--- config.mk ---
export PLATFORM = sky130hd
export DESIGN_NAME = bpred_top
export DESIGN_NICKNAME = d
export VERILOG_FILES = /design/src/rtl/bpred_pkg.sv /design/src/rtl/bpred_btb.sv /design/src/rtl/bpred_if_buf.sv /design/src/rtl/bpred_next_pc.sv /design/src/rtl/bpred_ras.sv /design/src/rtl/bpred_top.sv
export VERILOG_INCLUDE_DIRS = /design/src /design/src/include
export SDC_FILE = /design/constraint.sdc
export NUM_CORES = 1
export LEC_CHECK = 0
export BUFFER_PORTS_ARGS = -buffer_cell sky130_fd_sc_hd__buf_2
export CAP_MARGIN = 10
export CORE_ASPECT_RATIO = 0.7
export CORE_UTILIZATION = 25
export DETAILED_ROUTE_END_ITERATION = 12
export PLACE_DENSITY = 0.41
export RECOVER_POWER = 50
export SYNTH_ARGS = -nofsm -noshare
export SYNTH_HDL_FRONTEND = slang
export SYNTH_SLANG_ARGS = --single-unit
--- constraint.sdc ---
create_clock -name clk -period 9 [get_ports clk]
set_input_delay 1.8 -clock clk [delete_from_list [all_inputs] [get_ports clk]]
set_output_delay 1.8 -clock clk [all_outputs]
set_load 0.01 [all_outputs]
--- src/include/bpred_cfg.svh ---
`ifndef BPRED_CFG_SVH
`define BPRED_CFG_SVH

// Fetch and target address width
`define BPRED_XLEN 32

// Direct-mapped BTB size, power of two
// 16 entries index on PC bits [5:2]
`define BPRED_BTB_ENTRIES 16

// Return address stack depth, power of two
`define BPRED_RAS_DEPTH 4

`endif

--- src/rtl/bpred_pkg.sv ---
`default_nettype none

`include "bpred_cfg.svh"

package bpred_pkg;

  // Width of the BTB index, taken from PC bits above the byte offset
  localparam int unsigned BTB_IDX_W = $clog2(`BPRED_BTB_ENTRIES);

  // RAS pointer width
  localparam int unsigned RAS_PTR_W = $clog2(`BPRED_RAS_DEPTH);

  typedef logic [`BPRED_XLEN-1:0] addr_t;
  typedef logic [BTB_IDX_W-1:0] btb_idx_t;
  // Tag is everything above the index and the 2-bit word offset
  typedef logic [`BPRED_XLEN-BTB_IDX_W-3:0] btb_tag_t;
  typedef logic [RAS_PTR_W-1:0] ras_ptr_t;
  // One extra bit so a full stack can be counted
  typedef logic [RAS_PTR_W:0] ras_cnt_t;

endpackage

`default_nettype wire

--- src/rtl/bpred_btb.sv ---
`timescale 1ns/1ps
`default_nettype none

`include "bpred_cfg.svh"

module bpred_btb (
  input  logic              clk,
  input  logic              rst_n,

  // Lookup on the current fetch address
  input  bpred_pkg::addr_t  fetch_pc,

  // Resolve port from execute
  input  logic              upd_valid,
  input  bpred_pkg::addr_t  upd_pc,
  input  bpred_pkg::addr_t  upd_target,
  input  logic              upd_taken,
  input  logic              upd_is_return,

  // Raw entry fields, not yet qualified by hit
  output logic              hit,
  output logic              taken,
  output bpred_pkg::addr_t  target,
  output logic              is_return
);

  import bpred_pkg::*;

  // Index field sits right above the word offset
  localparam int unsigned IDX_LO = 2;
  localparam int unsigned TAG_LO = IDX_LO + BTB_IDX_W;

  // Entry storage
  logic     valid_q  [`BPRED_BTB_ENTRIES];
  btb_tag_t tag_q    [`BPRED_BTB_ENTRIES];
  addr_t    target_q [`BPRED_BTB_ENTRIES];
  logic     taken_q  [`BPRED_BTB_ENTRIES];
  logic     ret_q    [`BPRED_BTB_ENTRIES];

  btb_idx_t rd_idx;
  btb_tag_t rd_tag;
  btb_idx_t wr_idx;
  btb_tag_t wr_tag;

  // Split the fetch and update addresses into index and tag
  assign rd_idx = fetch_pc[TAG_LO-1:IDX_LO];
  assign rd_tag = fetch_pc[`BPRED_XLEN-1:TAG_LO];
  assign wr_idx = upd_pc[TAG_LO-1:IDX_LO];
  assign wr_tag = upd_pc[`BPRED_XLEN-1:TAG_LO];

  // Zero-latency lookup, SRAM style
  assign hit       = valid_q[rd_idx] && (tag_q[rd_idx] == rd_tag);
  assign taken     = taken_q[rd_idx];
  assign target    = target_q[rd_idx];
  assign is_return = ret_q[rd_idx];

  // Valid bits are the only control state
  always_ff @(posedge clk) begin
    if (!rst_n) begin
      for (int i = 0; i < `BPRED_BTB_ENTRIES; i++) begin
        valid_q[i] <= 1'b0;
      end
    end else if (upd_valid) begin
      valid_q[wr_idx] <= 1'b1;
    end
  end

  // Payload arrays
  // A resolve always overwrites, no replacement choice in direct-mapped
  always_ff @(posedge clk) begin
    if (upd_valid) begin
      tag_q[wr_idx]    <= wr_tag;
      target_q[wr_idx] <= upd_target;
      taken_q[wr_idx]  <= upd_taken;
      ret_q[wr_idx]    <= upd_is_return;
    end
  end

endmodule

`default_nettype wire

--- src/rtl/bpred_if_buf.sv ---
`timescale 1ns/1ps
`default_nettype none

module bpred_if_buf (
  input  logic              clk,
  input  logic              rst_n,

  // Hazard control from the pipeline
  input  logic              if_id_stall,
  input  logic              if_id_flush,

  // Prediction made in IF
  input  logic              pred_hit,
  input  logic              pred_taken,
  input  logic              pred_is_return,
  input  logic              pred_ras_valid,
  input  bpred_pkg::addr_t  btb_target,
  input  bpred_pkg::addr_t  ras_target,

  // Same prediction as seen by ID
  output logic              btb_hit_id,
  output logic              btb_pred_taken_id,
  output bpred_pkg::addr_t  btb_target_id,
  output logic              btb_is_return_id,
  output logic              ras_valid_id,
  output bpred_pkg::addr_t  ras_target_id
);

  // Flags qualify the targets, so only they are cleared
  // Flush wins over stall
  always_ff @(posedge clk) begin
    if (!rst_n) begin
      btb_hit_id        <= 1'b0;
      btb_pred_taken_id <= 1'b0;
      btb_is_return_id  <= 1'b0;
      ras_valid_id      <= 1'b0;
    end else if (if_id_flush) begin
      btb_hit_id        <= 1'b0;
      btb_pred_taken_id <= 1'b0;
      btb_is_return_id  <= 1'b0;
      ras_valid_id      <= 1'b0;
    end else if (!if_id_stall) begin
      btb_hit_id        <= pred_hit;
      btb_pred_taken_id <= pred_taken;
      btb_is_return_id  <= pred_is_return;
      ras_valid_id      <= pred_ras_valid;
    end
  end

  // Target payload, held during stall
  always_ff @(posedge clk) begin
    if (!if_id_stall) begin
      btb_target_id <= btb_target;
      ras_target_id <= ras_target;
    end
  end

endmodule

`default_nettype wire

--- src/rtl/bpred_next_pc.sv ---
`timescale 1ns/1ps
`default_nettype none

module bpred_next_pc (
  input  bpred_pkg::addr_t  fetch_pc,

  // Raw BTB fields
  input  logic              btb_hit,
  input  logic              btb_taken,
  input  bpred_pkg::addr_t  btb_target,
  input  logic              btb_is_return,

  // RAS top
  input  logic              ras_valid,
  input  bpred_pkg::addr_t  ras_target,

  output bpred_pkg::addr_t  next_pc,

  // Hit-qualified prediction for the IF/ID buffer
  output logic              pred_hit,
  output logic              pred_taken,
  output logic              pred_is_return,
  output logic              pred_ras_valid
);

  import bpred_pkg::*;

  // Fall-through is the next word
  localparam addr_t PC_STEP = addr_t'(4);

  logic use_ras;
  logic use_btb;

  // A return entry only redirects to the RAS while the stack holds something
  assign use_ras = btb_hit && btb_is_return && ras_valid;
  // Taken hit covers a return on an empty stack too
  assign use_btb = btb_hit && btb_taken;

  // Priority RAS, then BTB, then sequential
  always_comb begin
    if (use_ras) begin
      next_pc = ras_target;
    end else if (use_btb) begin
      next_pc = btb_target;
    end else begin
      next_pc = fetch_pc + PC_STEP;
    end
  end

  // Raw entry fields mean nothing on a miss
  assign pred_hit       = btb_hit;
  assign pred_taken     = btb_hit && btb_taken;
  assign pred_is_return = btb_hit && btb_is_return;
  // Stack state is independent of the BTB lookup
  assign pred_ras_valid = ras_valid;

endmodule

`default_nettype wire

--- src/rtl/bpred_ras.sv ---
`timescale 1ns/1ps
`default_nettype none

`include "bpred_cfg.svh"

module bpred_ras (
  input  logic              clk,
  input  logic              rst_n,

  // Resolve port, only the call and return view
  input  logic              upd_valid,
  input  bpred_pkg::addr_t  upd_pc,
  input  logic              upd_is_call,
  input  logic              upd_is_return,

  // Top of stack
  output logic              top_valid,
  output bpred_pkg::addr_t  top_target
);

  import bpred_pkg::*;

  // Return address of a call is the next sequential instruction
  localparam addr_t PC_STEP = addr_t'(4);
  localparam ras_cnt_t FULL_CNT = ras_cnt_t'(`BPRED_RAS_DEPTH);

  // Circular stack, wr_ptr_q is the next free slot
  addr_t    stack_q [`BPRED_RAS_DEPTH];
  ras_ptr_t wr_ptr_q;
  ras_cnt_t count_q;

  ras_ptr_t top_ptr;
  logic     push;
  logic     pop;

  assign top_ptr = ras_ptr_t'(wr_ptr_q - 1'b1);

  assign push = upd_valid && upd_is_call;
  // Popping an empty stack is ignored
  assign pop  = upd_valid && upd_is_return && (count_q != '0);

  assign top_valid  = (count_q != '0);
  assign top_target = stack_q[top_ptr];

  // Pointer and occupancy
  always_ff @(posedge clk) begin
    if (!rst_n) begin
      wr_ptr_q <= '0;
      count_q  <= '0;
    end else begin
      case ({push, pop})
        2'b10: begin
          // Wraps over the oldest entry when full
          wr_ptr_q <= ras_ptr_t'(wr_ptr_q + 1'b1);
          if (count_q != FULL_CNT) begin
            count_q <= ras_cnt_t'(count_q + 1'b1);
          end
        end
        2'b01: begin
          wr_ptr_q <= top_ptr;
          count_q  <= ras_cnt_t'(count_q - 1'b1);
        end
        // Call and return together replace the top, depth unchanged
        default: ;
      endcase
    end
  end

  // Stack contents
  always_ff @(posedge clk) begin
    if (push && pop) begin
      stack_q[top_ptr] <= upd_pc + PC_STEP;
    end else if (push) begin
      stack_q[wr_ptr_q] <= upd_pc + PC_STEP;
    end
  end

endmodule

`default_nettype wire

--- src/rtl/bpred_top.sv ---
`timescale 1ns/1ps
`default_nettype none

module bpred_top (
  input  logic              clk,
  input  logic              rst_n,

  // Current fetch address
  input  bpred_pkg::addr_t  fetch_pc,

  // Resolve port from execute
  input  logic              upd_valid,
  input  bpred_pkg::addr_t  upd_pc,
  input  bpred_pkg::addr_t  upd_target,
  input  logic              upd_taken,
  input  logic              upd_is_call,
  input  logic              upd_is_return,

  // Hazard control
  input  logic              if_id_stall,
  input  logic              if_id_flush,

  // Predicted fetch address, same cycle
  output bpred_pkg::addr_t  next_pc,

  // Prediction registered for ID
  output logic              btb_hit_id,
  output logic              btb_pred_taken_id,
  output bpred_pkg::addr_t  btb_target_id,
  output logic              btb_is_return_id,
  output logic              ras_valid_id,
  output bpred_pkg::addr_t  ras_target_id
);

  import bpred_pkg::*;

  // Raw BTB lookup
  logic  btb_hit;
  logic  btb_taken;
  addr_t btb_target;
  logic  btb_is_return;

  // RAS top of stack
  logic  ras_valid;
  addr_t ras_target;

  // Gated prediction going into the IF/ID buffer
  logic  pred_hit;
  logic  pred_taken;
  logic  pred_is_return;
  logic  pred_ras_valid;

  bpred_btb btb_i (
    .clk           (clk),
    .rst_n         (rst_n),
    .fetch_pc      (fetch_pc),
    .upd_valid     (upd_valid),
    .upd_pc        (upd_pc),
    .upd_target    (upd_target),
    .upd_taken     (upd_taken),
    .upd_is_return (upd_is_return),
    .hit           (btb_hit),
    .taken         (btb_taken),
    .target        (btb_target),
    .is_return     (btb_is_return)
  );

  bpred_ras ras_i (
    .clk           (clk),
    .rst_n         (rst_n),
    .upd_valid     (upd_valid),
    .upd_pc        (upd_pc),
    .upd_is_call   (upd_is_call),
    .upd_is_return (upd_is_return),
    .top_valid     (ras_valid),
    .top_target    (ras_target)
  );

  bpred_next_pc next_pc_i (
    .fetch_pc       (fetch_pc),
    .btb_hit        (btb_hit),
    .btb_taken      (btb_taken),
    .btb_target     (btb_target),
    .btb_is_return  (btb_is_return),
    .ras_valid      (ras_valid),
    .ras_target     (ras_target),
    .next_pc        (next_pc),
    .pred_hit       (pred_hit),
    .pred_taken     (pred_taken),
    .pred_is_return (pred_is_return),
    .pred_ras_valid (pred_ras_valid)
  );

  bpred_if_buf if_buf_i (
    .clk               (clk),
    .rst_n             (rst_n),
    .if_id_stall       (if_id_stall),
    .if_id_flush       (if_id_flush),
    .pred_hit          (pred_hit),
    .pred_taken        (pred_taken),
    .pred_is_return    (pred_is_return),
    .pred_ras_valid    (pred_ras_valid),
    .btb_target        (btb_target),
    .ras_target        (ras_target),
    .btb_hit_id        (btb_hit_id),
    .btb_pred_taken_id (btb_pred_taken_id),
    .btb_target_id     (btb_target_id),
    .btb_is_return_id  (btb_is_return_id),
    .ras_valid_id      (ras_valid_id),
    .ras_target_id     (ras_target_id)
  );

endmodule

`default_nettype wire

==> flow_metrics.py <==
metrics = {
    "floorplan": {
        "rows": 132,
        "ios": 204,
        "initial_utilization_pct": 25.31,
        "die_w_um": 520.9,
        "fp.coreArea_um2": 186100,
        "die_h_um": 365.2,
        "die-area_um2": 190200,
    },
    "place": {
        "place_ws_ns": 0.8913,
        "dp_hpwl_um": 97590,
        "portBuffers": 203,
        "place_inst": 4933,
        "globalplace.congestion": 0.8521,
    },
    "global_route": {
        "grt_util_met3_pct": 3.066,
        "met2_usage_pct": 25.32,
        "grt_pass1_vias": 24985,
        "grt.busiest_layer": "met2",
        "grt_antenna_before_repair": 37,
        "grt_usage_pct": 16.08,
        "use_met1_pct": 22.85,
        "grt_max_degree": 98,
        "grt_pass1_wl_um": 210700,
        "grt_remaining_overflow": 0,
    },
    "critical_path": {
        "worstPathRequired_ns": 7.20,
        "critPathBufInv": 5,
        "cp_slowest_cell": "buf_4",
        "arrival_ns": 6.18,
        "critPathTopFamily": "buffers and inverters",
        "critPathMaxStageDelay_ns": 0.78,
        "path_class": "in -> out",
        "crit_path_max_fanout": 97,
        "crit_chain": "buf_8 > buf_4 > buf_4 > mux4_2 > mux2i_1 > o21ai_0 > a21oi_1 > a31oi_1 > nor3_4 > buf_12 > a31oi_1 > o21ai_1 > buf_2",
        "end_kind": "primary output",
        "startpoint_type": "input port",
    },
    "cts": {
        "cts_buffers": 120,
        "cts_tree": "done",
        "h-tree-depth": 3,
        "ctsResizeCount": 0,
        "clk_latency_ns": 0.75,
        "ctsHoldBuffers": 0,
        "clk_path_buf_depth": 3,
        "clock-sinks": 1177,
        "postCtsSetupRepairBufs": 0,
        "cts_root_buf": "clkbuf_16",
        "path_clk_slew_ns": 0.06,
    },
    "timing": {
        "worst_slack_ns": 1.018,
        "fin_crit_ns": 7.982,
        "fin_crit_sh_pct": 88.69,
        "max-slew-margin-rel_pct": -123.8,
        "finalHoldViolCount": 0,
        "fin_setup_tns_ns": 0,
        "max_freq_ghz": 0.1253,
        "final_max_slew_viol_count": 350,
        "rsz0062_at_grt": "false",
        "worstMarginPinSlew_ns": 3.358,
        "holdWs_ns": 0.4584,
        "fin_skew_ns": 0.03529,
        "setup_viol": 0,
    },
    "min_path": {
        "hold_class": "reg -> reg",
    },
    "outcome": {
        "outcome": "complete, but fails checks",
        "failed_checks": "capacitance limit, slew limit",
    },
    "logic_synthesis": {
        "synth_nets": 2434,
        "synthTopCellsByArea": "edfxtp_1 73%, mux4_2 13%, mux2i_1 1.9%",
        "synth-seq-area-share_pct": 74.49,
        "syn_avg_cell_area_um2": 20.30,
        "post-synth-top-area-cell": "edfxtp_1",
        "synth_ff_type": "edfxtp_1",
        "synthDistinctLibCells": 64,
        "synth_area_um2": 47110,
        "ys_warn_count": 0,
        "synth_top_area_share_pct": 73.43,
        "syn_inst": 2321,
        "ys_ff_latch": 1177,
        "synth_edf_count": 1152,
        "async_flop_share_pct": 0,
    },
    "finish": {
        "regArea_um2": 35100,
        "multi_input_area_um2": 11330,
        "final_cells": 5163,
        "drive_gt1_share_pct": 25.24,
        "syn2layout_area_growth_pct": 16.87,
        "utilization_pct": 29.58,
        "final_common_cell": "edfxtp_1",
        "finalNetCount": 2690,
        "fillerInstances": 18093,
        "layout_common_cells": "1,152 x edfxtp_1, 274 x mux4_2, 138 x buf_2",
    },
    "pwr": {
        "power.density_nw_per_um2": 219.5,
        "vdd_ir_drop_max_mv": 0.1742,
        "p_leak_uw": 0.01759,
    },
    "routing": {
        "ant_nets": 0,
        "drtIter0Drc": 2426,
        "wl_um": 154900,
        "num_vias": 24887,
        "avgRoutedWirePerCell_um": 30.00,
        "drc": 0,
        "drt-vias-per-instance": 4.820,
        "dr.pass1.iters": 6,
    },
    "run": {
        "max_cap_violations": 14,
    },
}
[per-layer routing]
metal,vias to the layer above,wire length (µm)
li1,10211,-
met2,881,71130
met3,217,9383
met1,13558,70530
met5,-,132
met4,20,3711
[logic make-up (layout without fill, tap and decap cells)]
family	after synthesis	after routing	share of synthesized area, %
flops	1177	1177	74.49
xor+xnor	78	78	1.450
other cells	0	2	0
mux	378	378	15.34
buf+inv	163	524	1.665
compound gates	223	223	3.384
simple gates	293	293	3.413
fa+ha+maj	9	9	0.2550
[sequential cells by signal, indices dropped and copies added, names as in the netlist, 2 cells and up]
name                    count
ras_i.count_q               3
btb_i.valid_q              16
if_buf_i.btb_target_id     32
ras_i.wr_ptr_q              2
btb_i.ret_q                16
btb_i.tag_q               416
btb_i.target_q            512
ras_i.stack_q             128
if_buf_i.ras_target_id     32
btb_i.taken_q              16
[synthesized netlist by cell type, types with 8 or more instances]
cell type and n:
nor3_1 12, a31oi_1 34, and3_1 14, dfxtp_1 25, o21a_1 16, nand4_1 52
buf_2 39, xor2_1 16, o21ai_1 28, mux4_2 274, clkbuf_1 60, a21oi_1 24
nor2_1 46, nand2_1 61, buf_6 8, nand2b_1 8, nand3_1 22, a22o_1 10
mux2i_1 91, mux2_2 9, o21ai_0 14, xnor2_1 62, buf_4 17, inv_1 22
and2_1 8, buf_1 17, edfxtp_1 1152, nor4_1 9, o211a_1 28, o22ai_1 9
a22oi_1 18, nor3b_1 31, ha_1 8
[area by class of cell]
| class | instances | share of cell area (%) |
|---|---|---|
| Antenna cell | 2 | 0.009090 |
| Clock buffer | 150 | 5.829 |
| Clock inverter | 77 | 1.270 |
| Inverter | 22 | 0.1523 |
| Multi-Input combinational cell | 981 | 20.58 |
| Sequential cell | 1177 | 63.74 |
| Tap cell | 2479 | 5.634 |
| Timing Repair Buffer | 275 | 2.779 |
[path summary, 6_finish.rpt]
check                                  startpoint              endpoint  slack, ns  cells after the start
worst max-delay path                  fetch_pc[3]           next_pc[20]       1.02                     13
worst max register to register  ras_i.wr_ptr_q[1]  ras_i.stack_q[2][19]       4.83                      3
worst min register to register  btb_i.valid_q[13]     btb_i.valid_q[13]       0.46                      1
worst min-delay path            btb_i.valid_q[13]     btb_i.valid_q[13]       0.46                      1
[report_power, final]
| part | switching, µW | internal, µW |
|---|---|---|
| clock | 2150 | 2840 |
| sequential | 39.1 | 6180 |
| combinational | 585 | 299 |
[stage by stage]
step | area [µm²] | total power, µW
after detailed placement | 51350 | 7236
after global placement | 51320 | 7221
final | 55060 | 12080
after floorplan | 47110 | 6786
after global routing | 55060 | 12460
after CTS | 55260 | 12230
No activity file was read; power rests on OpenSTA's default activity.
